File: src/design/rk_loader_pkg.sv
// Shared widths, RK tape format constants and the loader's start address type.
// The RAM is a flat 64 KiB byte space. Addresses wrap at 16 bits.
// The clear step interval assumes internal single-cycle RAM.

package rk_loader_pkg;

	// --------------------------------------------------
	// Widths and depth
	// --------------------------------------------------
	localparam int RAM_ADDR_W = 16;
	localparam int DATA_W     = 8;
	localparam int RAM_WORDS  = 65536;

	// --------------------------------------------------
	// RK format
	// --------------------------------------------------
	// Jump opcode placed at address 0
	localparam logic [DATA_W-1:0] JMP_OPCODE = 8'hC3;
	localparam int STUB_LAST_ADDR = 2;
	// Header occupies stream positions 0 to 4
	localparam int HDR_LEN = 5;

	// These file indexes arrive without the leading sync byte
	localparam logic [DATA_W-1:0] SYNC_SKIP_INDEX_A = 8'h01;
	localparam logic [DATA_W-1:0] SYNC_SKIP_INDEX_B = 8'h41;

	// Clear pacing
	localparam int ERASE_STEP_CYCLES = 4;
	localparam int ERASE_CNT_W       = 2;

	// Start address, filled a byte at a time, used as one word
	typedef union packed {
		logic [RAM_ADDR_W-1:0] word;
		struct packed {
			logic [DATA_W-1:0] hi;
			logic [DATA_W-1:0] lo;
		} bytes;
	} start_addr_u;

endpackage
File: src/design/ram_clear_sequencer.sv
// RAM clear after a download. Walks from the byte after the last one
// written, with 16-bit wrap, up to one below the start address.
// Addresses 0 to 2 hold the jump stub and are never written.
// One step every ERASE_STEP_CYCLES cycles, so run time depends on the image.

`timescale 1ns/1ps

module ram_clear_sequencer
	import rk_loader_pkg::*;
(
	input  logic                  clk_sys,
	input  logic                  reset_key,
	input  logic                  load_done_i,
	input  start_addr_u           start_addr_i,
	input  logic [RAM_ADDR_W-1:0] last_addr_i,
	output logic                  clearing_o,
	output logic                  clr_we_o,
	output logic [RAM_ADDR_W-1:0] clr_addr_o
);

	logic [RAM_ADDR_W-1:0]  cur_addr;
	logic [RAM_ADDR_W-1:0]  end_addr;
	logic [RAM_ADDR_W-1:0]  next_addr;
	logic [ERASE_CNT_W-1:0] step_cnt;
	logic                   step;
	logic                   at_end;

	assign next_addr  = cur_addr + 1'b1;
	assign at_end     = (next_addr == end_addr);
	assign step       = (step_cnt == ERASE_CNT_W'(ERASE_STEP_CYCLES - 1));
	assign clr_addr_o = cur_addr;

	// --------------------------------------------------
	// Pacing and run flag
	// --------------------------------------------------
	always_ff @(posedge clk_sys) begin
		if (reset_key) begin
			clearing_o <= 1'b0;
			clr_we_o   <= 1'b0;
			step_cnt   <= '0;
		end else begin
			clr_we_o <= 1'b0;
			if (load_done_i) begin
				clearing_o <= 1'b1;
				step_cnt   <= '0;
			end else if (clearing_o) begin
				if (step)
					step_cnt <= '0;
				else
					step_cnt <= step_cnt + 1'b1;
				if (step) begin
					if (at_end)
						clearing_o <= 1'b0;
					else
						clr_we_o <= (next_addr > RAM_ADDR_W'(STUB_LAST_ADDR));
				end
			end
		end
	end

	// Walk pointer, and the address where the walk stops
	always_ff @(posedge clk_sys) begin
		if (load_done_i) begin
			cur_addr <= last_addr_i;
			end_addr <= start_addr_i.word;
		end else if (clearing_o && step && !at_end) begin
			cur_addr <= next_addr;
		end
	end

endmodule

File: config.mk
export PLATFORM = sky130hd
export DESIGN_NAME = ram_clear_sequencer
export DESIGN_NICKNAME = d
export VERILOG_FILES = /design/src/design/rk_loader_pkg.sv /design/src/design/ram_clear_sequencer.sv
export SDC_FILE = /design/constraint.sdc
export NUM_CORES = 1
export LEC_CHECK = 0
export BUFFER_PORTS_ARGS = -buffer_cell sky130_fd_sc_hd__buf_2
export CORE_ASPECT_RATIO = 0.9
export CORE_MARGIN = 1.5
export CORE_UTILIZATION = 35
export DETAILED_ROUTE_END_ITERATION = 16
export GPL_ROUTABILITY_DRIVEN = 0
export GPL_TIMING_DRIVEN = 0
export HOLD_SLACK_MARGIN = 0.03
export MAX_ROUTING_LAYER = met4
export PLACE_DENSITY_LB_ADDON = 0.25
export SLEW_MARGIN = 25
export SYNTH_ARGS = -nofsm -noshare
export SYNTH_HDL_FRONTEND = slang
export SYNTH_SLANG_ARGS = --single-unit
File: constraint.sdc
create_clock -name clk_sys -period 6.4 [get_ports clk_sys]
set_clock_uncertainty 0.15 [all_clocks]
set_input_delay 1.28 -clock clk_sys [delete_from_list [all_inputs] [get_ports clk_sys]]
set_output_delay 1.28 -clock clk_sys [all_outputs]
set_load 0.01 [all_outputs]
==> impl_metrics.tcl <==
set metrics [dict create \
    status "finished, final reports clean" \
    max_freq_ghz 0.313 \
    routedWlPerCell_um 15.1 \
    worstSkewPairLatency_ns 0.29 \
    core_area_um2 6220 \
    worstSetupPathType "in -> reg" \
    cp-end-kind "register" \
    arrival_ns 2.96 \
    synth.distinct_cells 51 \
    vias 1815 \
    layout_setup_ws_ns 3.21 \
    synth_seq_cells 36 \
    r2r_slack_ns 3.27 \
    cts.reportedPaths.clkPinSlew_ns 0.07 \
    cts_htree_levels 2 \
    final_common_cell "buf_2" \
    hp-class "reg -> reg" \
    pin_count 53 \
    drv_cap 0 \
    drc 0 \
    ir_drop_mv 0.105 \
    final_util 0.447 \
    maxSlewViolCount 0 \
    worstPathMaxFanout 20 \
    cts_tree "built" \
    area_growth_pct 21.5 \
    period_share 0.499 \
    hold_start "step_cnt[1]$_SDFFE_PP0P_" \
    dp_slack_ns 2.84 \
    nets 310 \
    cts_buffer_depth 2 \
    clock-sinks 36 \
    ctsResizeCount 0 \
    final_cells 360 \
    setup_viol 0 \
    tightest_slew_ns 0.659 \
    ys.flop_type "edfxtp_1" \
    rsz0062_at_grt "no" \
    drt-initial-drc-count 127 \
    critPathLaunchType "primary input" \
    diodes 0 \
    start_util 0.368 \
    powerDensity_nw_per_um2 219 \
    synth.avg_cell_area_um2 10.7 \
    io_buffers 52 \
    drive_above_1_share 0.300 \
    leakagePower_nw 1.02 \
    globalRoute.totalOverflow 0 \
    dp_cells 352 \
    cp_data_required_time_ns 6.17 \
    wl_um 5420 \
    grt_antenna_before_repair 0 \
    syn_inst 213 \
    grt_pass1_wl_um 8590 \
    layout_common_cells "buf_2 (56), edfxtp_1 (32), xnor2_1 (22)" \
    hold_viol 0 \
    total_power_mw 0.607 \
    chipWidth_um 88.2 \
    syn_area_um2 2290 \
    num_rows 27 \
    cts-buffers-inserted 5 \
    vias_per_cell 5.04 \
    grt_max_degree 21 \
    ys_warn_count 0 \
    die_h_um 79.7 \
    dp_hpwl_um 3960 \
    nFillCells 655 \
    ant_nets 0 \
    finalCriticalPeriod_ns 3.19 \
    die_area_um2 7030 \
    yosysSeqAreaShare 0.455 \
    synth_edf_count 32 \
    setup_tns_ns 0 \
    syn-num-nets 251 \
    grt_usage 0.168 \
    hold_buffers 0 \
    r2r_start "clr_addr_o[0]$_DFFE_PP_" \
    slew_headroom 0.561 \
    firstDrtPassIters 4 \
    grt_pass1_vias 1641 \
    root_buffer "clkbuf_8" \
    async_reset_ff_frac 0 \
    startpoint "load_done_i" \
    cts_setup_buffers 0 \
]
==> area by class of cell <==
cell class	instances	area [um2]	share of cell area
timing repair buffer	52	260	0.0937
tap	87	109	0.0392
clock buffer	6	72.6	0.0261
sequential	36	1040	0.375
multi-input combinational	158	1160	0.419
buffer	14	76.3	0.0275
inverter	5	18.8	0.00676
clock inverter	2	35.0	0.0126
==> report_power, final <==
part	internal [mW]	total, mW	switching, mW	leakage [nW]
Clock	0.116	0.199	0.0836	0.0552
Sequential	0.276	0.293	0.0164	0.346
Combinational	0.0511	0.115	0.0639	0.623
==> sequential cells by signal, summed over array words and instances (netlist names) <==
signal,flops
clr_addr_o,16
clearing_o,1
clr_we_o,1
end_addr,16
step_cnt,2
==> cell usage after synthesis (3+ instances only) <==
cell | number | area (um2)
mux2_2 | 3 | 33.8
nor2_1 | 14 | 52.6
xnor2_1 | 22 | 193
nand3_1 | 7 | 35.0
dfxtp_1 | 4 | 80.1
nand2_1 | 18 | 67.6
or4_1 | 3 | 22.5
clkbuf_1 | 6 | 22.5
nor3_1 | 8 | 40.0
ha_1 | 3 | 37.5
o21ai_0 | 13 | 65.1
edfxtp_1 | 32 | 961
buf_2 | 4 | 20.0
inv_1 | 5 | 18.8
a31oi_1 | 4 | 25.0
nand4_1 | 5 | 31.3
a21oi_1 | 10 | 50.1
mux2i_1 | 4 | 40.0
xor2_1 | 9 | 78.8
==> cells by family after synthesis <==
logic type | share of synthesized area
AO/OA/AOI/OAI | 0.110
AND/OR/NAND/NOR | 0.211
XOR/XNOR | 0.129
buffers and inverters | 0.0416
multiplexers | 0.0372
adder cells (fa/ha/maj) | 0.0164
flip-flops | 0.455
==> critical path, cell delays in order <==
cell,delay (ns)
buf_2,0.40
inv_1,0.28
clkbuf_1,0.37
a31oi_4,0.63
==> metrics by stage <==
stage	hold WS (ns)	instance area (um2)
final	0.377	2780
after CTS	0.381	2780
after detailed placement	0.366	2670
after global placement	0.364	2660
after global routing	0.435	2780
after floorplan	0.347	2290
==> layer usage <==
layer | global-route usage | wire [um] | vias up
met5 | - | 0 | -
li1 | - | - | 911
met2 | 0.235 | 2300 | 48
met4 | 0.0422 | 53 | 0
met1 | 0.248 | 2790 | 848
met3 | 0.0352 | 272 | 8
==> final timing paths <==
check,to,cells after the start
setup / recovery,clr_addr_o[5]$_DFFE_PP_,4
hold / removal,step_cnt[1]$_SDFFE_PP0P_,2
setup reg to reg,clr_addr_o[5]$_DFFE_PP_,8
hold reg to reg,step_cnt[1]$_SDFFE_PP0P_,2
No activity file was read; power rests on OpenSTA's default activity.
