`src/design/rk_loader_pkg.sv`:
```
// Shared widths, RK tape format constants and the loader's start address type.
// The RAM is a flat 64 KiB byte space. Addresses wrap at 16 bits.
// The clear step interval assumes internal single-cycle RAM.

package rk_loader_pkg;

	// --------------------------------------------------
	// Widths and depth
	// --------------------------------------------------
	localparam int RAM_ADDR_W = 16;
	localparam int DATA_W     = 8;
	localparam int RAM_WORDS  = 65536;

	// --------------------------------------------------
	// RK format
	// --------------------------------------------------
	// Jump opcode placed at address 0
	localparam logic [DATA_W-1:0] JMP_OPCODE = 8'hC3;
	localparam int STUB_LAST_ADDR = 2;
	// Header occupies stream positions 0 to 4
	localparam int HDR_LEN = 5;

	// These file indexes arrive without the leading sync byte
	localparam logic [DATA_W-1:0] SYNC_SKIP_INDEX_A = 8'h01;
	localparam logic [DATA_W-1:0] SYNC_SKIP_INDEX_B = 8'h41;

	// Clear pacing
	localparam int ERASE_STEP_CYCLES = 4;
	localparam int ERASE_CNT_W       = 2;

	// Start address, filled a byte at a time, used as one word
	typedef union packed {
		logic [RAM_ADDR_W-1:0] word;
		struct packed {
			logic [DATA_W-1:0] hi;
			logic [DATA_W-1:0] lo;
		} bytes;
	} start_addr_u;

endpackage
```
`src/design/rk_stream_parser.sv`:
```
// RK stream parser. Bytes are taken only while dl_active_i is high;
// a byte transferred outside a download is dropped.
// dl_ready_o is low while the RAM clear runs.
// load_done_o pulses only if both start address bytes arrived.
// Each write leaves on ld_we_o one cycle after its byte transfers.

`timescale 1ns/1ps

module rk_stream_parser
	import rk_loader_pkg::*;
(
	input  logic                  clk_sys,
	input  logic                  reset_key,
	input  logic                  dl_active_i,
	input  logic [DATA_W-1:0]     dl_index_i,
	input  logic                  dl_valid_i,
	input  logic [DATA_W-1:0]     dl_data_i,
	input  logic                  clearing_i,
	output logic                  dl_ready_o,
	output logic                  ld_we_o,
	output logic                  load_done_o,
	output logic                  loading_o,
	output logic [RAM_ADDR_W-1:0] ld_addr_o,
	output logic [RAM_ADDR_W-1:0] last_addr_o,
	output logic [DATA_W-1:0]     ld_data_o,
	output start_addr_u           start_addr_o
);

	typedef logic [$clog2(HDR_LEN + 1)-1:0] pos_t;

	logic                  active_q;
	logic                  got_start;
	logic                  accept;
	pos_t                  pos_q;
	pos_t                  init_pos;
	pos_t                  cur_pos;
	logic                  wr_req;
	logic [RAM_ADDR_W-1:0] wr_addr;
	logic [DATA_W-1:0]     wr_data;
	logic [RAM_ADDR_W-1:0] data_ptr;

	assign dl_ready_o = ~clearing_i;
	assign accept     = dl_valid_i & dl_ready_o & dl_active_i;

	// Covers the gap between the end of the stream and the start of the clear
	assign loading_o = (dl_active_i | active_q | load_done_o) & ~clearing_i;

	// Streams without the sync byte start counting at 1
	assign init_pos = (dl_index_i == SYNC_SKIP_INDEX_A || dl_index_i == SYNC_SKIP_INDEX_B) ?
		pos_t'(1) : pos_t'(0);

	// First byte of a download may arrive on the same edge that sees dl_active_i rise
	assign cur_pos = active_q ? pos_q : init_pos;

	// --------------------------------------------------
	// Position decode
	// --------------------------------------------------
	always_comb begin
		wr_req  = 1'b0;
		wr_addr = data_ptr;
		wr_data = dl_data_i;
		case (cur_pos)
			pos_t'(0): begin
				wr_req = 1'b0;
			end
			pos_t'(1): begin
				wr_req  = 1'b1;
				wr_addr = RAM_ADDR_W'(0);
				wr_data = JMP_OPCODE;
			end
			pos_t'(2): begin
				wr_req  = 1'b1;
				wr_addr = RAM_ADDR_W'(1);
			end
			pos_t'(3): begin
				wr_req  = 1'b1;
				wr_addr = RAM_ADDR_W'(STUB_LAST_ADDR);
				wr_data = start_addr_o.bytes.hi;
			end
			pos_t'(HDR_LEN - 1): begin
				wr_req = 1'b0;
			end
			default: begin
				wr_req = 1'b1;
			end
		endcase
	end

	// Control state
	always_ff @(posedge clk_sys) begin
		if (reset_key) begin
			active_q    <= 1'b0;
			pos_q       <= '0;
			got_start   <= 1'b0;
			ld_we_o     <= 1'b0;
			load_done_o <= 1'b0;
		end else begin
			active_q    <= dl_active_i;
			ld_we_o     <= accept & wr_req;
			load_done_o <= active_q & ~dl_active_i & got_start;
			if (dl_active_i & ~active_q)
				got_start <= 1'b0;
			if (accept) begin
				// Saturate once inside the data section
				if (cur_pos == pos_t'(HDR_LEN))
					pos_q <= cur_pos;
				else
					pos_q <= pos_t'(cur_pos + 1'b1);
				if (cur_pos == pos_t'(2))
					got_start <= 1'b1;
			end else if (!active_q) begin
				// A download may open before its first byte is taken
				pos_q <= init_pos;
			end
		end
	end

	// Start address, data pointer and write payload
	always_ff @(posedge clk_sys) begin
		if (accept) begin
			if (cur_pos == pos_t'(1))
				start_addr_o.bytes.hi <= dl_data_i;
			if (cur_pos == pos_t'(2))
				start_addr_o.bytes.lo <= dl_data_i;
			if (cur_pos == pos_t'(HDR_LEN - 1))
				data_ptr <= start_addr_o.word;
			if (cur_pos == pos_t'(HDR_LEN))
				data_ptr <= data_ptr + 1'b1;
			if (wr_req) begin
				ld_addr_o   <= wr_addr;
				ld_data_o   <= wr_data;
				last_addr_o <= wr_addr;
			end
		end
	end

endmodule

```
`config.mk`:
```
export PLATFORM = sky130hd
export DESIGN_NAME = rk_stream_parser
export DESIGN_NICKNAME = d
export VERILOG_FILES = /design/src/design/rk_loader_pkg.sv /design/src/design/rk_stream_parser.sv
export SDC_FILE = /design/constraint.sdc
export NUM_CORES = 1
export LEC_CHECK = 0
export ABC_AREA = 0
export BUFFER_PORTS_ARGS = -buffer_cell sky130_fd_sc_hd__buf_4
export CORE_AREA = 2 2 82 84
export DETAILED_ROUTE_END_ITERATION = 16
export DIE_AREA = 0 0 84 86
export PLACE_DENSITY = 0.83
export SLEW_MARGIN = 15
export SYNTH_ARGS = -nofsm -noshare
export SYNTH_HDL_FRONTEND = slang
export SYNTH_SLANG_ARGS = --single-unit
```
`constraint.sdc`:
```
create_clock -name clk_sys -period 3 [get_ports clk_sys]
set_input_delay 0.3 -clock clk_sys [delete_from_list [all_inputs] [get_ports clk_sys]]
set_output_delay 0.3 -clock clk_sys [all_outputs]
set_load 0.005 [all_outputs]
```
==> run metrics <==
clock group share of total power 0.461; #FFs+latches synth 63; Setup crit end kind flop; antenna cells 0; power per cell area roughly 500 nW/um^2; final setup fails 0; Crit Reg-Reg Startpoint active_q; CP most frequent cell ha_1; count of unique library cells instantiated by Yosys 34; design internal power ~1.5 mW; Worst VDD drop ~0.28 mV; clock buffer depth 2; Hold Path Cell Cnt 1; Worst Path Arrival roughly 2.7 ns; CTS buffer count 9; routability cong. between 0.8 and 0.9; Final Cycle Share 0.816; R2R cell count 7; drt via density between 5 and 6; syn_nets between 200 and 300; worst-margin pin slew 0.671 ns; initial antenna violation count 0; die area roughly 7200 sq um; Psw around 0.33 mW; fin nets roughly 340; global-route wire length before repair between 10000 and 15000 microns; hpwl dp around 4500 microns; min-delay src dl_data_i[0]; initial core utilization 0.459; DR iter-0 viols between 150 and 200; Critical path origin active_q; CTS tree built; area occupied by multi-input gates 900 sq um; sequence of cells on the critical path nor4b_1, a22oi_1, inv_1, ha_1, ha_1, nor2_1, and2_1; reg2reg end last_addr_o[10]; Startpoint Class flop; Cells after Synth ~240; Worst path slowest cell dfxtp_1; LEAKAGE around 1.4 nW; Area contributors post-synth edfxtp_1 58%, dfxtp_1 4.9%, nand2_1 4.8%, buf_4 4.2%, ha_1 3.5%; Setup CP Type reg -> reg; unrepaired setup endpoints after global routing no; drt pass-1 iters 6; number of stages on the worst setup path 7; max-slew violations 0; Hold WC Path Type in -> reg; die height ~86 microns; CP top delay family simple AND/OR/NAND/NOR gates; DRC viols 0; Reg clk slew, reported paths approximately 0.070 ns; post-layout min period 2.45 ns; die width between 80 and 90 microns; clk_lat worst skew approximately 0.34 ns; Worst path max stage delay roughly 0.50 ns; # Max-Cap Violations 0; Post-CTS Repair Setup Buffers 0; Worst Path Buf+Inv 1; Ys Warns 0; Critical Path RT 3.20 ns; most frequent cells in the layout 83 x buf_4, 56 x edfxtp_1, 37 x nand2_1; vias in the first global route roughly 2000; Final Skew roughly 0.0063 ns; post-synth top area share 0.584; Port Buffer Count a little under 80; GR Overflow Total 0; post-cts resize count 0; Fill cells 527; IO Pins between 80 and 90; worst-path fanout max 12; Power Total 1.85 mW; WL final just over 6000 microns; Antenna Nets Post-Route 0; FP Rows 29; sink of the worst hold path start_addr_o[8]; largest net degree at the start of global routing 28; fin util 0.588; core box area around 6300 sq um; normalized max-slew margin 0.551; sequential area share after synthesis 0.633; setup TNS 0 ns; Seq. cell area between 1500 and 2000 sq um; Final Hold Fails 0; Cell Area, Synth about 2900 sq um; routed vias 2022; H-tree depth 3; proportion of layout cells with a drive suffix above 1 0.317; cell taking the most area after synthesis edfxtp_1; status finished, final reports clean; Sequential Power Share 0.513; CTS root buffer clkbuf_8; Tot GR Track Use 0.182; combinational power share 0.026; R2R setup slack 0.55 ns; clock sink total between 60 and 70; Area Growth Syn to Fin 28.2%; Net Sw Frac 0.177; Avg WL per Cell 15.5 microns; Hold-fix buffers, CTS 0; Mean Syn Cell Area around 12 sq um; Peak Freq 408 MHz; commonest non-fill, non-tap cell in the layout buf_4
## Yosys cell counts (all sizes together)
library cell  instances
dfxtp                 7
nor4                  3
nor2                 16
nor4b                 1
nand3                 5
inv                   6
a2bb2oi               1
ha                    8
o21ai                18
and3                  1
nand2b                1
a22oi                 1
xor2                  5
and4                  1
nor3                  9
nand4                 4
o21a                  1
nand2                37
a21o                  1
nor2b                 1
buf                  16
nand3b                2
xnor2                 8
a31o                  1
o22a                  1
mux2i                 5
and2                 11
clkbuf                6
edfxtp               56
or3                   2
a31oi                 2
nor4bb                1
## logic make-up (layout without fill, tap and decap cells)
family / after synthesis / count (layout) / share of synthesized area
AOI/OAI and AO/OA: 26 / 26 / 0.0526
DFF: 63 / 63 / 0.633
adders and majority gates: 8 / 8 / 0.0348
buffers and inverters: 28 / 105 / 0.0574
muxes: 5 / 5 / 0.0174
xor gates and xnor gates: 13 / 13 / 0.0395
and+or+nand+nor: 95 / 95 / 0.166
## layer usage
layer	vias to the layer above	track usage	part of all wire
met5	-	0	0
met4	0	0.109	0.026
met3	13	0.0443	0.068
met2	93	0.292	0.48
met1	938	0.225	0.42
li1	978	-	-
## flip-flops by register name (all words and copies together), names as in the netlist
name          count
got_start         1
load_done_o       1
data_ptr         16
ld_we_o           1
pos_q             3
ld_data_o         8
active_q          1
last_addr_o      16
start_addr_o     16
## power by group through the flow
stage / combinational, mW / clock, mW / sequential, mW
finish: 0.0482 / 0.855 / 0.951
global route: 0.0532 / 0.914 / 0.951
CTS: 0.0479 / 0.871 / 0.951
detailed placement: 0.0480 / 0 / 0.970
global placement: 0.0447 / 0 / 0.970
floorplan: 0.0173 / 0 / 0.969
## through the flow
step	worst slack, ns	hold WS, ns	instances	instance area, sq um
after floorplan	0.210	0.372	238	2880
after detailed placement	0.546	0.473	376	3460
after CTS	0.538	0.140	392	3690
after global placement	0.698	0.463	376	3460
final	0.551	0.157	392	3690
after global routing	0.292	0.140	392	3690
## worst max path at each step
stage / end / slack (ns)
2_1_floorplan: data_ptr[0] / 0.21
3_3_place_gp: last_addr_o[7] / 0.70
3_5_place_dp: last_addr_o[6] / 0.55
4_1_cts: last_addr_o[10] / 0.54
5_1_grt: last_addr_o[1] / 0.29
6_report: last_addr_o[10] / 0.55
## layout make-up
type | instances | share of cell area
multi-input combinational | 147 | 0.244
timing repair buffer | 83 | 0.169
sequential | 63 | 0.493
inverter | 6 | 0.00610
clock inverter | 4 | 0.0254
clock buffer | 12 | 0.0366
tap | 77 | 0.0261
Power figures use the tool's default switching activity.
